<file path="config.mk">
export PLATFORM = sky130hd
export DESIGN_NAME = wb_engine_flat
export DESIGN_NICKNAME = d
export VERILOG_FILES = /design/src/hdl/wb_pkg.sv /design/src/hdl/line_stream_if.sv /design/src/hdl/wb_engine.sv /design/src/flat_wrapper.sv
export VERILOG_INCLUDE_DIRS = /design/src /design/src/hdl
export SDC_FILE = /design/constraint.sdc
export NUM_CORES = 2
export LEC_CHECK = 0
export BUFFER_PORTS_ARGS = -buffer_cell sky130_fd_sc_hd__buf_4
export CORE_AREA = 2 2 692 694
export CTS_CLUSTER_SIZE = 28
export DETAILED_ROUTE_END_ITERATION = 8
export DIE_AREA = 0 0 694 696
export PLACE_DENSITY = 0.3
export SLEW_MARGIN = 40
export SYNTH_ARGS = -nofsm -noshare
export SYNTH_HDL_FRONTEND = slang
export SYNTH_SLANG_ARGS = --single-unit
</file>
<file path="constraint.sdc">
create_clock -name clk -period 95.8 [get_ports clk]
set_clock_uncertainty 0.15 [all_clocks]
set_input_delay 4.79 -clock clk [delete_from_list [all_inputs] [get_ports clk]]
set_output_delay 4.79 -clock clk [all_outputs]
set_load 0.01 [all_outputs]
</file>
<file path="src/hdl/wb_config.svh">
`ifndef WB_CONFIG_SVH
`define WB_CONFIG_SVH

// ##############################
// Datapath sizes
// ##############################

// Bits per line, sixteen 32-bit words
`define WB_LINE_W 512

// Host line address width
`define WB_ADDR_W 42

// Lines held by each on-chip store
`define WB_STORE_DEPTH 64

// ##############################
// Flow control
// ##############################

// Write credits the host grants after reset
`define WB_HOST_CREDITS 4

// Width of every credit counter, room for the host credits plus one
`define WB_CREDIT_W 4

// ##############################
// Register file
// ##############################

`define WB_NUM_REGS 12

`endif

</file>
<file path="src/hdl/wb_pkg.sv">
`include "wb_config.svh"

package wb_pkg;

    // ##############################
    // Basic types
    // ##############################

    typedef logic [$clog2(`WB_STORE_DEPTH)-1:0] t_line_idx;   // Line index in a store
    typedef logic [`WB_ADDR_W-1:0] t_host_addr;              // Host line address

    // Writeback engine states
    typedef enum logic [1:0]
    {
        IDLE,
        PREPROCESS,
        WRITE,
        DONE
    } t_wb_state;

    // Opcodes written to the CMD register
    typedef enum logic [1:0]
    {
        NOP,
        START,
        ABORT
    } t_wb_cmd;

    // ##############################
    // Register map
    // ##############################

    typedef enum logic [3:0]
    {
        OFF0,           // Index offsets, summed during PREPROCESS
        OFF1,
        OFF2,
        STORE_OFF,      // Bit 31 picks IN_BASE, 30:0 offset
        LENGTH,         // Lines per transfer
        CTRL,           // 3:0 channel, 4 fence, 5 synthetic
        MODEL_START,
        LABEL_START,
        IN_BASE,
        OUT_BASE,
        CMD,            // Write only, decoded to pulses
        STATUS          // Read only, busy and done
    } t_wb_reg;

    // Settings as the engine sees them
    typedef struct packed {
        logic [2:0][31:0] off;
        t_host_addr store_base;   // Selected base plus store offset
        logic [31:0] length;
        logic [3:0] channel;
        logic fence;
        logic synth;
    } t_wb_cfg;

endpackage

</file>
<file path="src/hdl/line_stream_if.sv">
`include "wb_config.svh"

// Line beats from a store reader to the writeback engine.
// Each credit pulse allows the reader one more beat.
interface line_stream_if;

    logic valid;
    logic [`WB_LINE_W-1:0] data;
    logic last;      // Final line of the reader window
    logic credit;    // One line worth of credit

    modport source
    (
        output valid,
        output data,
        output last,
        input  credit
    );

    modport sink
    (
        input  valid,
        input  data,
        input  last,
        output credit
    );

endinterface

</file>
<file path="src/hdl/wb_engine.sv">
`include "wb_config.svh"

module wb_engine
(
    input  logic clk,
    input  logic reset,
    input  logic start,
    input  logic abort,
    input  wb_pkg::t_wb_cfg cfg,
    input  logic host_credit,
    input  logic host_ack,
    line_stream_if.sink model_s,
    line_stream_if.sink label_s,
    output logic wr_valid,
    output wb_pkg::t_host_addr wr_addr,
    output logic [`WB_LINE_W-1:0] wr_data,
    output logic done,
    output logic busy
);
    import wb_pkg::*;

    t_wb_state state;

    // Settings captured at start
    logic [2:0][31:0] off;
    t_host_addr base;                             // Accumulates the offsets
    logic [31:0] length;
    logic [3:0] channel;
    logic fence;
    logic synth;

    logic [1:0] acc_idx;
    logic [31:0] granted;                         // Stream credits handed out
    logic [31:0] sent;
    logic [31:0] acked;
    logic [`WB_CREDIT_W-1:0] host_cred;           // Host credits not yet spent
    logic [`WB_CREDIT_W-1:0] reserved;            // Spoken for by stream credits

    logic use_label;
    logic beat_valid;
    logic beat_last;
    logic [`WB_LINE_W-1:0] beat_data;
    logic grant;
    logic accept;
    logic ack_done;

    // ##############################
    // Channel select and credit grant
    // ##############################

    assign use_label = (channel != 4'd0);

    always_comb
    begin
        beat_valid = use_label ? label_s.valid : model_s.valid;
        beat_last = use_label ? label_s.last : model_s.last;
        beat_data = use_label ? label_s.data : model_s.data;
    end

    // Stream credit only against a host credit that nothing else has claimed
    assign grant = (state == WRITE) && (host_cred > reserved) && (granted != length);
    assign model_s.credit = grant && !use_label;
    assign label_s.credit = grant && use_label;

    assign accept = (state == WRITE) && beat_valid;
    assign ack_done = (acked == length) || (host_ack && (acked + 32'd1 == length));

    assign done = (state == DONE);
    assign busy = (state != IDLE);

    always_ff @(posedge clk)
    begin
        if (reset)
        begin
            host_cred <= `WB_HOST_CREDITS;
        end
        else
        begin
            host_cred <= host_cred + host_credit - accept;
        end
    end

    always_ff @(posedge clk)
    begin
        if (reset || start || abort)
        begin
            reserved <= '0;
        end
        else
        begin
            reserved <= reserved + grant - accept;
        end
    end

    // ##############################
    // Writeback FSM
    // ##############################

    always_ff @(posedge clk)
    begin
        wr_valid <= 1'b0;
        if (reset || abort)
        begin
            state <= IDLE;                           // Abort leaves no done pulse
        end
        else
        begin
            case (state)
                IDLE:
                begin
                    if (start)
                    begin
                        off <= cfg.off;
                        base <= cfg.store_base;
                        length <= cfg.length;
                        channel <= cfg.channel;
                        fence <= cfg.fence;
                        synth <= cfg.synth;
                        acc_idx <= 2'd0;
                        granted <= '0;
                        sent <= '0;
                        acked <= '0;
                        state <= (cfg.length == 0) ? WRITE : PREPROCESS;
                    end
                end

                PREPROCESS:
                begin
                    base <= base + t_host_addr'(off[acc_idx]);
                    acc_idx <= acc_idx + 2'd1;
                    if (acc_idx == 2'd2)
                    begin
                        state <= WRITE;
                    end
                end

                WRITE:
                begin
                    granted <= granted + 32'(grant);
                    if (accept)
                    begin
                        wr_valid <= 1'b1;
                        wr_addr <= base + t_host_addr'(sent);
                        // Synthetic lines carry the line index in every word
                        wr_data <= synth ? {(`WB_LINE_W/32){sent}} : beat_data;
                        sent <= sent + 32'd1;
                    end
                    if (host_ack)
                    begin
                        acked <= acked + 32'd1;
                    end
                    if (fence ? ack_done : (sent == length))
                    begin
                        state <= DONE;
                    end
                end

                DONE:
                begin
                    state <= IDLE;
                end

                default:
                begin
                    state <= IDLE;
                end
            endcase
        end
    end

    // ##############################
    // Checks
    // ##############################

    a_write_needs_credit: assert property (@(posedge clk) disable iff (reset)
        accept |-> host_cred != '0);

    a_credit_bound: assert property (@(posedge clk) disable iff (reset)
        host_cred <= `WB_HOST_CREDITS);

    // Reader window and engine count must agree on the final line
    a_last_matches_length: assert property (@(posedge clk) disable iff (reset)
        accept && beat_last |-> sent == length - 32'd1);

endmodule

</file>
<file path="src/flat_wrapper.sv">
// flat-port wrapper written by rule: the top's interface ports become plain ports
module wb_engine_flat import wb_pkg::*;
  (clk, reset, start, abort, cfg, host_credit, host_ack, wr_valid, wr_addr, wr_data, done, busy, model_s_valid, model_s_data, model_s_last, model_s_credit, label_s_valid, label_s_data, label_s_last, label_s_credit);
  line_stream_if model_s_i ();
  line_stream_if label_s_i ();
  input  logic clk;
  input  logic reset;
  input  logic start;
  input  logic abort;
  input  wb_pkg::t_wb_cfg cfg;
  input  logic host_credit;
  input  logic host_ack;
  output logic wr_valid;
  output wb_pkg::t_host_addr wr_addr;
  output logic [`WB_LINE_W-1:0] wr_data;
  output logic done;
  output logic busy;
  input wire logic [$bits(model_s_i.valid)-1:0] model_s_valid;
  input wire logic [$bits(model_s_i.data)-1:0] model_s_data;
  input wire logic [$bits(model_s_i.last)-1:0] model_s_last;
  output wire logic [$bits(model_s_i.credit)-1:0] model_s_credit;
  input wire logic [$bits(label_s_i.valid)-1:0] label_s_valid;
  input wire logic [$bits(label_s_i.data)-1:0] label_s_data;
  input wire logic [$bits(label_s_i.last)-1:0] label_s_last;
  output wire logic [$bits(label_s_i.credit)-1:0] label_s_credit;
  assign model_s_i.valid = model_s_valid;
  assign model_s_i.data = model_s_data;
  assign model_s_i.last = model_s_last;
  assign model_s_credit = model_s_i.credit;
  assign label_s_i.valid = label_s_valid;
  assign label_s_i.data = label_s_data;
  assign label_s_i.last = label_s_last;
  assign label_s_credit = label_s_i.credit;
  wb_engine u_core (.clk(clk), .reset(reset), .start(start), .abort(abort), .cfg(cfg), .host_credit(host_credit), .host_ack(host_ack), .model_s(model_s_i), .label_s(label_s_i), .wr_valid(wr_valid), .wr_addr(wr_addr), .wr_data(wr_data), .done(done), .busy(busy));
endmodule
</file>
==> impl_metrics.csv <==
group,metric,value,unit
sta,slew_violations,0,
floorplanning,initial_core_util,0.0896,
synthesis,syn_nets,5375,
clocking,cts_hold_buf,0,
run,cap_violations,0,
worst_setup_path,r2r-start,"u_core.channel[0]",
synthesis,ys_warn_count,0,
clocking,postCtsSetupBuffers,0,
cells_and_area,nFillCells,54000,
global_route,grt_max_degree,87,
synthesis,synth_compound_area_frac,0.127,
sta,setup_viol,0,
cells_and_area,syn_to_final_growth,61.0,%
sta,worst_slew_pin_slew,1.01,ns
synthesis,synth_area_per_cell,10.5,um2
run_status,status,"finished, final reports clean",
clocking,clock_sink_count,839,
synthesis,ys_top_cells_by_area,"edfxtp_1, nand2_1, a31oi_1",
cells_and_area,final_net_count,7116,
global_route,grt_pass1_wl,552000,um
worst_setup_path,crit_path_max_fanout,6,
floorplanning,die_w,694,um
clocking,root_buffer,"clkbuf_16",
detailed_routing,drc,0,
synthesis,synth_cell_types,76,
worst_setup_path,end_kind,"output pin",
worst_setup_path,timing.rr.end,"u_core.wr_data[265]",
global_route,overflow,0,
synthesis,yosys.area_share.adder,0.0268,
worst_setup_path,cp-start-kind,"register",
detailed_routing,via_per_inst,3.54,
worst_setup_path,r2r_cells,9,
synthesis,ys.flop_type,"edfxtp_1",
detailed_routing,drtAntennaViolNets,0,
synthesis,synth-seq-cells,839,
synthesis,async_flop_share,0,
clocking,htree_num_levels,4,
synthesis,synth_top_area_cell,"edfxtp_1",
sta,rsz0062_at_grt,"false",
synthesis,syn_inst,4076,
placed_design,placed_cells,11900,
worst_hold_path,hold_end,"u_core.state[1]",
synthesis,synthXorXnorAreaFrac,0.0482,
sta,finalSetupTns,0,ns
worst_setup_path,path_class,"reg -> out",
sta,finalCritPeriodShare,0.0861,
clocking,clkTransAtPathRegs,0.06,ns
synthesis,syn_area,0.0427,mm2
power_and_ir_drop,power_density,15.2,mW/mm2
synthesis,synth_edf_count,828,
detailed_routing,drt_wl_total,459000,um
floorplanning,die_area,0.483,mm2
worst_setup_path,reg2reg_setup_slack,90.09,ns
cells_and_area,drive_gt1_frac,0.372,
detailed_routing,drt-wirelength-per-cell,37.5,um
power_and_ir_drop,leakage,25.4,nW
synthesis,synthSimpleGateAreaFrac,0.166,
cells_and_area,stdcell_count,12200,
worst_setup_path,crit_required,90.86,ns
worst_hold_path,whs_path_depth,2,
sta,hold_viol,0,
floorplanning,core-area,0.476,mm2
synthesis,synth_top_family_by_area,"simple AND/OR/NAND/NOR gates",
clocking,clk_path_buf_depth,4,
clocking,cts_tree,"yes",
detailed_routing,vias,43300,
global_route,track_usage,0.182,
worst_hold_path,hp-start,"u_core.state[1]",
power_and_ir_drop,vdd_drop_max,0.0000124,V
placed_design,gp_congestion,0.962,
global_route,grt_pass1_vias,43200,
floorplanning,rows,254,
synthesis,yosysSeqAreaShare,0.588,
global_route,antenna_found_initial,256,
worst_setup_path,cp.arrival,3.31,ns
clocking,ctsResizeCount,0,
synthesis,synth.mux.area_fraction,0.0156,
placed_design,dpl.hpwl,386000,um
floorplanning,die_h,696,um
placed_design,portBuffers,1766,
detailed_routing,first_pass_iters,6,
sta,maxSlewHeadroom,0.327,
clocking,cts_inserted_buffers,139,
worst_hold_path,hp-class,"reg -> reg",
sta,fmax,121,MHz
synthesis,synth_top_area_share,0.582,
sta,fin_crit,8.25,ns
detailed_routing,drt_iter0_drc,3818,
floorplanning,ioPinCount,1769,
clocking,clk_latency,0.85,ns
## how the worst max path moves through the flow
stage / to / from
2_1_floorplan: u_core.wr_addr[0] / abort
3_3_place_gp: u_core.wr_data[276] / reset
3_5_place_dp: u_core.wr_data[269] / reset
4_1_cts: model_s_credit / u_core.length[22]
5_1_grt: model_s_credit / u_core.length[22]
6_report: model_s_credit / u_core.length[22]
## per-stage QoR
| step | util | hold slack (ns) | total power [mW] | worst slack (ns) | cell area, um2 |
|---|---|---|---|---|---|
| 2_1_floorplan | - | 0.321 | 0.458 | 51.04 | 42700 |
| 3_3_place_gp | 0.134 | 0.354 | 0.540 | 87.21 | 63900 |
| 3_5_place_dp | 0.135 | 0.355 | 0.540 | 87.59 | 64200 |
| 4_1_cts | 0.144 | 0.362 | 1.07 | 87.39 | 68500 |
| 5_1_grt | 0.144 | 0.393 | 1.09 | 87.41 | 68700 |
| 6_report | 0.144 | 0.365 | 1.05 | 87.55 | 68700 |
## where the power goes
group          internal, mW  switching [mW]
registers             0.408         0.00546
logic                0.0520          0.0657
clock network         0.295           0.221
## logic make-up after synthesis
logic type | Yosys count
flops | 839
mux | 64
buf+inv | 329
fa+ha+maj | 89
simple gates | 1665
xor+xnor | 235
compound gates | 855
## cells in the mapped netlist (all sizes together), types with 16 or more instances
library cell and count:
a21oi 104, and3 31, xor2 112, edfxtp 828, a21o 24, buf 16
and2 24, o21ai 92, nand3 74, mux2 22, nor2 178, nor3 38
nor4 38, a31oi 517, ha 85, clkbuf 262, nand2 1153, or3 25
nand4 45, mux2i 42, inv 49, xnor2 123
## placed cells by master (no fill, tap or decap), types with 14 or more instances in the layout
master,instances
clkinv_1,23
nor3_1,37
clkinv_2,21
nand4_1,43
edfxtp_1,828
clkbuf_16,144
ha_1,84
a31oi_1,490
inv_1,48
nor2_1,144
o21ai_0,89
diode_2,51
clkbuf_1,24
nor4_1,28
nor2_4,33
a21o_1,24
xnor2_1,123
mux2i_1,42
buf_4,1855
a21oi_1,101
nand3_1,73
or3_1,24
buf_6,14
and3_1,31
xor2_1,112
a31oi_2,27
mux2_2,22
nand2_1,1152
and2_1,24
## metal layers
layer,track usage,vias to the layer above,part of all wire
met5,0,-,0.0016
met4,0.0718,108,0.049
met3,0.0465,680,0.068
met2,0.332,2210,0.51
met1,0.200,21700,0.37
li1,-,18500,-
## worst max-delay path, cell delays in order, from the launching register on
cell	delay, ns
edfxtp_1	0.62
xor2_1	0.25
nor4_1	0.58
nand4_1	0.16
nor2_1	0.45
nor4_1	0.18
buf_4	0.20
## registers in the layout, indices dropped and copies added, names as in the netlist, 2 cells and up
signal            cells
u_core.base          42
u_core.sent          32
u_core.host_cred      4
u_core.wr_addr       42
u_core.acked         32
u_core.acc_idx        2
u_core.length        32
u_core.granted       32
u_core.channel        4
u_core.state          2
u_core.reserved       4
u_core.off           96
u_core.wr_data      512
## layout make-up
| cell class | count | area [um2] | share of cell area |
|---|---|---|---|
| Timing Repair Buffer | 1878 | 14300 | 0.208 |
| Tap cell | 6272 | 7850 | 0.114 |
| Inverter | 51 | 199 | 0.00290 |
| Antenna cell | 51 | 128 | 0.00186 |
| Clock buffer | 169 | 3710 | 0.0540 |
| Clock inverter | 72 | 612 | 0.00890 |
| Multi-Input combinational cell | 2908 | 16900 | 0.245 |
| Sequential cell | 839 | 25100 | 0.365 |
No activity file was read; power rests on OpenSTA's default activity.
