### src/hdl/wb_config.svh
`ifndef WB_CONFIG_SVH
`define WB_CONFIG_SVH

// ##############################
// Datapath sizes
// ##############################

// Bits per line, sixteen 32-bit words
`define WB_LINE_W 512

// Host line address width
`define WB_ADDR_W 42

// Lines held by each on-chip store
`define WB_STORE_DEPTH 64

// ##############################
// Flow control
// ##############################

// Write credits the host grants after reset
`define WB_HOST_CREDITS 4

// Width of every credit counter, room for the host credits plus one
`define WB_CREDIT_W 4

// ##############################
// Register file
// ##############################

`define WB_NUM_REGS 12

`endif

### src/hdl/wb_pkg.sv
`include "wb_config.svh"

package wb_pkg;

    // ##############################
    // Basic types
    // ##############################

    typedef logic [$clog2(`WB_STORE_DEPTH)-1:0] t_line_idx;   // Line index in a store
    typedef logic [`WB_ADDR_W-1:0] t_host_addr;              // Host line address

    // Writeback engine states
    typedef enum logic [1:0]
    {
        IDLE,
        PREPROCESS,
        WRITE,
        DONE
    } t_wb_state;

    // Opcodes written to the CMD register
    typedef enum logic [1:0]
    {
        NOP,
        START,
        ABORT
    } t_wb_cmd;

    // ##############################
    // Register map
    // ##############################

    typedef enum logic [3:0]
    {
        OFF0,           // Index offsets, summed during PREPROCESS
        OFF1,
        OFF2,
        STORE_OFF,      // Bit 31 picks IN_BASE, 30:0 offset
        LENGTH,         // Lines per transfer
        CTRL,           // 3:0 channel, 4 fence, 5 synthetic
        MODEL_START,
        LABEL_START,
        IN_BASE,
        OUT_BASE,
        CMD,            // Write only, decoded to pulses
        STATUS          // Read only, busy and done
    } t_wb_reg;

    // Settings as the engine sees them
    typedef struct packed {
        logic [2:0][31:0] off;
        t_host_addr store_base;   // Selected base plus store offset
        logic [31:0] length;
        logic [3:0] channel;
        logic fence;
        logic synth;
    } t_wb_cfg;

endpackage

### src/hdl/wb_csr_block.sv
`include "wb_config.svh"

module wb_csr_block
(
    input  logic clk,
    input  logic reset,
    input  logic csr_we,
    input  logic [$clog2(`WB_NUM_REGS)-1:0] csr_addr,
    input  logic [31:0] csr_wdata,
    input  logic done,
    output logic [31:0] csr_rdata,
    output wb_pkg::t_wb_cfg cfg,
    output logic start,
    output logic abort,
    output wb_pkg::t_line_idx model_start_idx,
    output wb_pkg::t_line_idx label_start_idx
);
    import wb_pkg::*;

    logic [31:0] regs [`WB_NUM_REGS];
    logic busy;
    logic done_sticky;
    t_wb_reg reg_sel;
    t_wb_cmd cmd;

    assign reg_sel = t_wb_reg'(csr_addr);
    assign cmd = t_wb_cmd'(csr_wdata[1:0]);

    // ##############################
    // Register writes and command pulses
    // ##############################

    always_ff @(posedge clk)
    begin
        start <= 1'b0;
        abort <= 1'b0;
        if (reset)
        begin
            for (int i = 0; i < `WB_NUM_REGS; i++)
            begin
                regs[i] <= '0;
            end
            busy <= 1'b0;
            done_sticky <= 1'b0;
        end
        else
        begin
            if (csr_we && reg_sel == CMD)
            begin
                case (cmd)
                    START:   start <= 1'b1;
                    ABORT:   abort <= 1'b1;
                    default: ;                       // NOP
                endcase
            end
            else if (csr_we && reg_sel < CMD)
            begin
                regs[csr_addr] <= csr_wdata;
            end

            if (start)
            begin
                busy <= 1'b1;
                done_sticky <= 1'b0;                 // New run clears old done
            end
            else if (done || abort)
            begin
                busy <= 1'b0;
            end
            if (done)
            begin
                done_sticky <= 1'b1;
            end
        end
    end

    // Read data one cycle after the address
    always_ff @(posedge clk)
    begin
        if (reg_sel == STATUS)
        begin
            csr_rdata <= {30'b0, done_sticky, busy};
        end
        else if (reg_sel < CMD)
        begin
            csr_rdata <= regs[csr_addr];
        end
        else
        begin
            csr_rdata <= '0;                         // CMD and unmapped
        end
    end

    // ##############################
    // Decoded settings
    // ##############################

    always_comb
    begin
        cfg.off[0] = regs[OFF0];
        cfg.off[1] = regs[OFF1];
        cfg.off[2] = regs[OFF2];
        cfg.store_base = (regs[STORE_OFF][31] ? t_host_addr'(regs[IN_BASE])
                                              : t_host_addr'(regs[OUT_BASE]))
                       + t_host_addr'(regs[STORE_OFF][30:0]);
        cfg.length = regs[LENGTH];
        cfg.channel = regs[CTRL][3:0];
        cfg.fence = regs[CTRL][4];
        cfg.synth = regs[CTRL][5];
    end

    assign model_start_idx = t_line_idx'(regs[MODEL_START]);
    assign label_start_idx = t_line_idx'(regs[LABEL_START]);

endmodule

### config.mk
export PLATFORM = sky130hd
export DESIGN_NAME = wb_csr_block
export DESIGN_NICKNAME = d
export VERILOG_FILES = /design/src/hdl/wb_pkg.sv /design/src/hdl/wb_csr_block.sv
export VERILOG_INCLUDE_DIRS = /design/src /design/src/hdl
export SDC_FILE = /design/constraint.sdc
export NUM_CORES = 1
export LEC_CHECK = 0
export ABC_AREA = 0
export BUFFER_PORTS_ARGS = -buffer_cell sky130_fd_sc_hd__buf_2
export CAP_MARGIN = 10
export CORE_UTILIZATION = 50
export DETAILED_ROUTE_END_ITERATION = 10
export GPL_ROUTABILITY_DRIVEN = 1
export GPL_TIMING_DRIVEN = 0
export PLACE_DENSITY = 0.8
export SLEW_MARGIN = 20
export SYNTH_ARGS = -nofsm -noshare
export SYNTH_HDL_FRONTEND = slang
export SYNTH_SLANG_ARGS = --single-unit
### constraint.sdc
create_clock -name clk -period 4.49 [get_ports clk]
set_clock_uncertainty 0.1 [all_clocks]
set_input_delay 0.898 -clock clk [delete_from_list [all_inputs] [get_ports clk]]
set_output_delay 0.898 -clock clk [all_outputs]
set_load 0.01 [all_outputs]
==> impl_metrics.ini, run 1 <==
[outcome]
outcome = complete, but fails checks
violations = design-rule violations, negative setup slack

[placed_design]
gp_congestion = 0.9797
port_buffers = 249
dpl.hpwl_um = 34740

[cts]
cts_tree = built
clockBufferDepth = 3
postCtsHoldBufs = 0
htree_levels = 2
cts_num_sinks = 356
cts_inserted_buffers = 39
root_buffer = clkbuf_16
clkTransAtPathRegs_ps = 70
insertion_delay_ps = 530

[hold_path]
min_path_type = reg -> reg
hold_depth = 2
hp-start = done_sticky
min_to = done_sticky

[critical_path]
worst-path-buf-inv = 2
ff2ff_setup_slack_ps = 2720
cp.arrival_ps = 3760
reg2reg_depth = 5
r2r-start = regs[3][31]
worstPathRequired_ps = 3490
crit_slowest_cell = edfxtp_1
crit_path_start_kind = register
rr_endpoint = csr_rdata[31]
path_max_fanout = 6
cpLargestDelayFamily = compound AO/OA/AOI/OAI gates
crit_type = reg -> out
cp-end-kind = output pin
cpPeakStageDelay_ps = 430
worstPathCellList = buf_8 > mux2_4 > ha_4 > fa_2 > a21o_4 > a221oi_4 > a21oi_4 > a311o_2 > o2111ai_4 > nand2_2 > xor2_2 > buf_2

[timing]
worst_slack_ps = -271.0
finalHoldViolCount = 0
timing.final.crit_share_pct = 106.0
rsz0062_at_grt = yes
whs_ps = 412.1
tightest_slew_ps = 1166
timing.fmax_mhz = 210.0
min_period_ps = 4761
setup_violations = 16
setup-tns-final_ps = -1937
maxSlewViolCount = 0
slew_headroom_pct = 22.28

[grt]
grt_pass1_vias = 12400
use_met3_pct = 7.637
grt.overflow.total = 0
gr-max-usage-layer = met2
antenna_found_initial = 9
grt_use_total_pct = 29.36
grt_use_met1_pct = 37.70
grt_max_degree = 33
grt_pass1_wl_um = 76700
met2_usage_pct = 47.44

[routing]
antenna_left = 0
drt-pass1-iter-count = 8
drt-wirelength-per-cell_um = 25.81
drc_errors = 2
drtIter0Drc = 1125
num_vias = 12630
via_per_inst = 6.034
drt_wl_total_um = 54030

[final_layout]
area_growth_pct = 23.45
final_nets = 1675
nFillCells = 2526
drive_gt1_share_pct = 37.17

[synthesis]
syn_area_um2 = 17490
synth_edf_count = 320
synthArstFlopShare_pct = 0
yosysWarnings = 0
synth.distinct_cells = 62
syn_avg_cell_area_um2 = 13.62
syn_inst = 1284
yosysSeqAreaShare_pct = 59.06
ys_ff_latch = 356
ys.flop_type = edfxtp_1

[floorplanning]
die_h_um = 189.0
ioPinCount = 262
rows = 68
start_util_pct = 50.76
die-area_um2 = 35730
fp.dieW_um = 189.0
coreArea_um2 = 34460

[pwr]
p_per_area_nw_per_um2 = 405.6
p_leak_nw = 8.263
peakVddDrop_mv = 0.4548

[run]
drv_cap = 0
synthesized netlist by cell type (2+ instances only):
cell type  count  area share [%]
buf_1          8            0.17
nor3_1         5            0.14
clkbuf_1      64             1.4
or2_2         12            0.43
xnor2_1       14            0.70
and2_1       324              12
o21ai_0       43             1.2
o211ai_1       3            0.13
nor3b_1        3            0.13
mux2i_1        2            0.11
dfxtp_1       36             4.1
o21bai_1       4            0.17
nand2b_1       2           0.072
a21o_1        24             1.0
ha_1          31             2.2
o31ai_1        2           0.086
a21o_2         2            0.10
o21a_1         3            0.13
nand3b_1       3            0.13
nor2_1        25            0.54
nor2b_1        6            0.21
mux4_2        64             8.2
nand3_1       10            0.29
edfxtp_1     320              55
xor2_1        12            0.60
inv_1          5            0.11
a21oi_1       30            0.86
a31oi_1        6            0.21
a22oi_1       32             1.4
buf_2          6            0.17
and3_1         3            0.11
and4_1         2            0.10
buf_4         27             1.2
a211oi_1       6            0.26
nand2_1       52             1.1
mux2_2        63             4.1
nand4_1        5            0.18
worst reg2reg max path, stage by stage (launching register included):
cell	delay, ps
edfxtp_1	430
buf_4	190
buf_4	140
mux4_2	480
a22oi_1	210
o21ai_0	100
timing repair:
| item | in CTS | in global routing |
|---|---|---|
| gates resized for setup | 85 | 53 |
| buffers inserted | 17 | 11 |
| setup endpoints to repair | 29 | 24 |
| pin swaps | 29 | 22 |
routing by layer:
layer	routed length, um	share of wire [%]
met1	20020	37
met2	25520	47
met3	6020	11
met4	2443	4.5
met5	15	0.028
sequential cells by signal, indices dropped and copies added (netlist names):
signal / cells
regs: 320
csr_rdata: 32
start: 1
done_sticky: 1
busy: 1
abort: 1
cells by family (layout without fill, tap and decap cells):
family / after synthesis / after routing / share of synthesized area [%]
buffers and inverters: 112 / 453 / 3.069
AND/OR/NAND/NOR: 456 / 456 / 15.20
other: 1 / 14 / 0.02144
AO/OA/AOI/OAI: 172 / 172 / 6.603
XOR/XNOR: 26 / 26 / 1.302
multiplexers: 129 / 129 / 12.41
flip-flops: 356 / 356 / 59.06
adder cells (fa/ha/maj): 32 / 32 / 2.332
power by group:
part | internal, mW | switching (mW) | leakage, nW
Clock | 1.97 | 1.32 | 0.642
Sequential | 3.81 | 0.105 | 3.35
Combinational | 0.650 | 0.891 | 4.27
Total | 6.44 | 2.32 | 8.26
cells in the final DEF (no fill, tap or decap), drive strengths merged, types with 5 or more instances in the layout:
cell | synthesis | final
a211oi | 6 | 6
a21o | 26 | 26
a21oi | 31 | 31
a22oi | 32 | 32
a31oi | 6 | 6
and2 | 325 | 325
buf | 42 | 317
clkbuf | 64 | 114
clkinv | 1 | 11
conb | 1 | 9
dfxtp | 36 | 36
diode | 0 | 5
edfxtp | 320 | 320
ha | 31 | 31
inv | 5 | 5
mux2 | 63 | 63
mux4 | 64 | 64
nand2 | 52 | 52
nand3 | 10 | 10
nand4 | 5 | 5
nor2 | 25 | 25
nor2b | 6 | 6
nor3 | 5 | 5
o21ai | 44 | 44
or2 | 12 | 12
xnor2 | 14 | 14
xor2 | 12 | 12
final cells by class:
cell class | instances | area (um2) | area share (%)
Sequential cell | 356 | 10330 | 47.84
Multi-Input combinational cell | 824 | 7337 | 33.98
Timing Repair Buffer | 277 | 1474 | 6.826
Clock buffer | 55 | 1119 | 5.180
Tap cell | 455 | 569.3 | 2.637
Buffer | 99 | 535.5 | 2.480
Clock inverter | 16 | 192.7 | 0.8924
Inverter | 6 | 22.52 | 0.1043
Antenna cell | 5 | 12.51 | 0.05795
how the worst max path moves through the flow:
stage,startpoint,endpoint,slack [ps],cells past startpoint
floorplan,regs[3][31],cfg[60],30,12
global placement,regs[3][31],cfg[68],-780,13
detailed placement,regs[3][31],cfg[68],-870,13
CTS,regs[3][31],cfg[60],-210,12
global route,regs[3][31],cfg[60],-360,12
finish,regs[3][31],cfg[60],-270,12
per-stage QoR:
| stage | util, % | area, um2 | worst slack (ps) | cells | power [mW] |
|---|---|---|---|---|---|
| floorplan | - | 17520 | 33.27 | 1292 | 4.707 |
| finish | 62.66 | 21590 | -271.0 | 2093 | 8.757 |
| detailed placement | 56.11 | 19340 | -868.2 | 1996 | 5.246 |
| global route | 62.63 | 21580 | -357.7 | 2089 | 8.963 |
| CTS | 61.46 | 21180 | -210.9 | 2078 | 8.600 |
| global placement | 56.11 | 19340 | -784.9 | 1996 | 5.216 |
Note: power is estimated with default switching activity, not from simulation.
==> run 2, diff against run 1 <==
==> constraint.sdc (replaced) <==
create_clock -name clk -period 4.49 [get_ports clk]
set_clock_uncertainty 0.1 [all_clocks]
set_input_delay 0.2245 -clock clk [delete_from_list [all_inputs] [get_ports clk]]
set_output_delay 0.2245 -clock clk [all_outputs]
set_load 0.01 [all_outputs]
==> run 2 against run 1 <==
  * The run ends with design-rule violations left
  * Combinational power is 14% lower
  * Clock power hardly changed
  * Wire length is 3.0% lower
  * Worst hold slack worse by 410 ps
  * Global-route usage is 0.39 points lower
  * Sequential power hardly changed
  * Power is 2.5% lower
  * Sequential cell count stayed put
  * Worst setup slack better by 380 ps
  * Non-clock buffer count is 2 higher
  * Clock-buffer cell count stayed put
  * Via count is 1.6% lower
  * Critical path type unchanged
==> impl_metrics.ini, run 2 (synthesized netlist as in run 1, its figures left out) <==
[critical_path]
crit_path_start_kind = register
reg2reg_depth = 5
worst-path-buf-inv = 4
crit_slowest_cell = ha_1
rr_endpoint = csr_rdata[31]
r2r-start = regs[3][31]
cpLargestDelayFamily = compound AO/OA/AOI/OAI gates
cp-end-kind = output pin
ff2ff_setup_slack_ps = 2750
crit_type = reg -> out
path_depth = 13
path_max_fanout = 10
cpPeakStageDelay_ps = 400
cp.arrival_ps = 4060
worstPathCellList = buf_4 > clkbuf_4 > mux2_2 > ha_1 > and2_1 > clkbuf_1 > a21o_2 > o2bb2ai_1 > a311o_2 > o2111ai_4 > a221o_2 > a21oi_2 > buf_2
worstPathRequired_ps = 4170

[cts]
clkTransAtPathRegs_ps = 70
cts_inserted_buffers = 39
cts_tree = built
root_buffer = clkbuf_16
htree_levels = 2
insertion_delay_ps = 530
clockBufferDepth = 3
cts_num_sinks = 356

[routing]
num_vias = 12430
drtIter0Drc = 1294
drt-pass1-iter-count = 8
antenna_left = 0
drc_errors = 2
drt-wirelength-per-cell_um = 25.05
drt_wl_total_um = 52430
via_per_inst = 5.938

[timing]
tightest_slew_ps = 1175
setup_violations = 0
maxSlewViolCount = 0
slew_headroom_pct = 21.70
timing.final.crit_share_pct = 97.58
timing.fmax_mhz = 228.2
finalHoldViolCount = 0
min_period_ps = 4381
setup-tns-final_ps = 0
rsz0062_at_grt = no

[hold_path]
hold_depth = 2
hp-start = csr_wdata[15]
min_path_type = in -> reg
min_to = regs[9][15]

[grt]
grt.overflow.total = 0
grt_max_degree = 33
antenna_found_initial = 5
grt_use_total_pct = 28.97
grt_pass1_wl_um = 75610
grt_pass1_vias = 12300

[placed_design]
dpl.hpwl_um = 34740
port_buffers = 249
place_area_um2 = 19340
gp_congestion = 0.9797
dp.cells = 1996

[pwr]
p_leak_nw = 8.122
peakVddDrop_mv = 0.4592
p_per_area_nw_per_um2 = 407.2
totalPowerFinal_mw = 8.535

[final_layout]
final_nets = 1677
instances_no_fill = 2093
top_regs = regs (320), csr_rdata (32)
final_common_cell = and2_1
layout_common_cells = and2_1 (324), edfxtp_1 (320), buf_2 (255)
finish.instance_area_um2 = 20960
area_growth_pct = 19.84
largest_register_ffs = 320
drive_gt1_share_pct = 31.07
largest_register = regs

[floorplanning]
die-area_um2 = 35730
die_h_um = 189.0
coreArea_um2 = 34460
rows = 68
fp.dieW_um = 189.0
ioPinCount = 262
start_util_pct = 50.76

[run]
drv_cap = 0

[outcome]
outcome = complete, but fails checks
violations = design-rule violations
[run 2: cell count changes in the layout (fill, tap and decap cells not counted), moves of 9 or more]
cell           previous run  this run
dlygate4sd3_1             0        21
a21oi_1                  13        29
a21oi_2                  10         1
ha_1                     12        31
ha_4                     14         0
buf_4                    52        30
[run 2: metal layers]
layer | GRT usage (%) | vias up | part of all wire (%)
met5 | 0 | - | 0
met4 | 11.85 | 0 | 3.9
met3 | 6.006 | 140 | 10
met2 | 46.90 | 785 | 47
met1 | 38.20 | 6160 | 39
li1 | - | 5344 | -
[run 2: final cells by class]
type	instances	area [um2]
multi-input cells	824	6714
fillers	2654	13500
clock inverters	16	192.7
well taps	455	569.3
plain buffers	105	528.0
flip-flops and latches	356	10330
inverters	6	22.52
repair buffers	273	1479
diodes	3	7.507
clock buffers	55	1119
[run 2: worst max-delay path by stage]
stage / endpoint / from / slack (ps)
after floorplan: cfg[60] / regs[3][31] / 710
after global placement: cfg[68] / regs[3][31] / -110
after detailed placement: cfg[68] / regs[3][31] / -190
after CTS: cfg[60] / regs[3][31] / 20
after global routing: cfg[63] / regs[3][31] / 30
final: cfg[62] / regs[3][31] / 110
[run 2: power breakdown]
part | switching, mW | internal, mW
clock | 1.32 | 1.97
sequential | 0.0993 | 3.81
combinational | 0.795 | 0.535
[run 2: what timing repair did]
| action | CTS | global route |
|---|---|---|
| pin swaps | 1 | 3 |
| hold endpoints to repair | 127 | 0 |
| setup endpoints to repair | 22 | 7 |
| gates resized for setup | 6 | 9 |
| buffers inserted | 2 | 1 |
| hold buffers | 21 | 0 |
[run 2: per-stage QoR]
| step | utilization (%) | setup slack (ps) | hold slack, ps |
|---|---|---|---|
| 3_5_place_dp | 56.11 | -194.7 | 373.0 |
| 2_1_floorplan | - | 706.8 | 241.9 |
| 5_1_grt | 60.81 | 29.16 | 13.53 |
| 6_report | 60.83 | 108.8 | 2.115 |
| 4_1_cts | 60.60 | 16.20 | 0.5309 |
| 3_3_place_gp | 56.11 | -111.4 | 371.1 |
==> run 3, diff against run 2 <==
Settings changed: CORE_UTILIZATION 50 to 60, PLACE_DENSITY 0.8 to 0.83, REMOVE_ABC_BUFFERS from default to 1.
Clock period 4.49 ns to 5.4 ns, I/O delays scaled along.
==> run 3 against run 2 <==
  * The run now ends clean
  * Via count is 4.6% lower
  * Clock power is 24% lower
  * Worst hold slack better by 21 ps
  * Sequential power is 17% lower
  * Global-route usage is 3.3 points higher
  * Non-clock buffer count is 94 lower
  * Combinational power is 22% lower
  * Wire length is 7.8% lower
  * Sequential cell count stayed put
  * Die area is 16% lower
  * First-iteration DRC count is 15% higher
  * Power is 21% lower
  * Critical endpoint is now cfg[68]
==> impl_metrics.ini, run 3 (synthesized netlist as in run 1, its figures left out) <==
[critical_path]
cp-end-kind = output pin
path_max_fanout = 13
worstPathCellList = buf_16 > mux2_2 > ha_1 > fa_1 > a21o_2 > a221oi_4 > a21oi_2 > a311oi_2 > a211oi_1 > o21ai_1 > a21boi_1 > buf_2
cpLargestDelayFamily = compound AO/OA/AOI/OAI gates
crit_type = reg -> out
worstPathRequired_ps = 5030
cp.arrival_ps = 4620
worst-path-buf-inv = 2
crit_slowest_cell = edfxtp_1
cpPeakStageDelay_ps = 760
crit_path_start_kind = register

[cts]
cts_num_sinks = 356
htree_levels = 2
root_buffer = clkbuf_16
insertion_delay_ps = 530
clkTransAtPathRegs_ps = 60
clockBufferDepth = 3
cts_inserted_buffers = 38
postCtsSetupBuffers = 0
cts_tree = built

[hold_path]
min_path_type = in -> reg

[grt]
grt_max_degree = 62
grt_pass1_vias = 11780
grt.overflow.total = 0
antenna_found_initial = 0
grt_pass1_wl_um = 71430
grt_use_total_pct = 32.22

[placed_design]
dpl.hpwl_um = 30620
port_buffers = 252
pre_cts_slack_ps = 992.3
gp_congestion = 0.9038

[floorplanning]
rows = 62
die-area_um2 = 29840
coreArea_um2 = 28700
fp.dieW_um = 172.7
start_util_pct = 60.94
ioPinCount = 262
die_h_um = 172.7

[routing]
antenna_left = 0
drt-wirelength-per-cell_um = 25.14
drtIter0Drc = 1490
via_per_inst = 6.167
num_vias = 11860
drt-pass1-iter-count = 6
drt_wl_total_um = 48350
drc_errors = 0

[final_layout]
n_antenna_cell = 0
final_common_cell = and2_1
final_util_pct = 71.58
largest_register = regs
drive_gt1_share_pct = 32.49
layout_common_cells = and2_1 (324), edfxtp_1 (320), buf_2 (250)
top_regs = regs (320), csr_rdata (32)
area_growth_pct = 17.47
largest_register_ffs = 320
final_nets = 1582

[pwr]
p_per_area_nw_per_um2 = 329.9
peakVddDrop_mv = 0.2820
totalPowerFinal_mw = 6.778
p_leak_nw = 7.957

[timing]
slew_headroom_pct = 28.50
min_period_ps = 4990
timing.fmax_mhz = 200.4
setup_violations = 0
maxSlewViolCount = 0
worst_slack_ps = 410.2
rsz0062_at_grt = no
tightest_slew_ps = 1073
setup-tns-final_ps = 0
whs_ps = 22.64
finalHoldViolCount = 0
timing.final.crit_share_pct = 92.40

[outcome]
outcome = completed

[run]
drv_cap = 0
[run 3: worst register-to-register path: stages (launching register included)]
cell and delay, ps:
edfxtp_1 660, buf_16 280, mux4_2 470, a22oi_1 210, o21ai_0 110
[run 3: stage by stage]
stage                     cells  area [um2]
after floorplan            1186       17010
after global placement     1822       18750
after detailed placement   1848       19290
after CTS                  1923       20530
after global routing       1923       20550
final                      1923       20550
[run 3: routing by layer]
metal	part of all wire, %	global-route usage, %	routed length (um)
met4	1.8	9.366	888
met1	39	44.45	18820
met5	0	0	0
met2	49	52.84	23700
met3	10	5.739	4949
[run 3: final timing paths]
kind / depth (start not counted) / start / to / slack [ps]
worst max-delay path: 12 / regs[3][31] / cfg[68] / 410
worst min-delay path: 2 / csr_wdata[3] / regs[3][3] / 20
worst max register to register: 4 / regs[3][31] / csr_rdata[31] / 3390
worst min register to register: 2 / start / busy / 410
[run 3: final cells by class]
type | count | area, um2
multi-input cells | 824 | 6751
clock buffers | 49 | 1044
repair buffers | 284 | 1782
well taps | 384 | 480.5
inverters | 6 | 23.77
fillers | 1899 | 8157
flip-flops and latches | 356 | 10330
clock inverters | 20 | 135.1
[run 3: report_power, final]
part / leakage (nW) / switching, mW / total (mW) / internal (mW)
clock network: 0.581 / 1.07 / 2.49 / 1.42
logic: 4.02 / 0.612 / 1.04 / 0.425
registers: 3.35 / 0.0847 / 3.26 / 3.17
total: 7.96 / 1.76 / 6.78 / 5.02
[run 3: repair_timing]
item	4_1_cts	5_1_grt
gates resized for setup	0	0
hold buffers	6	0
hold endpoints to repair	4	0
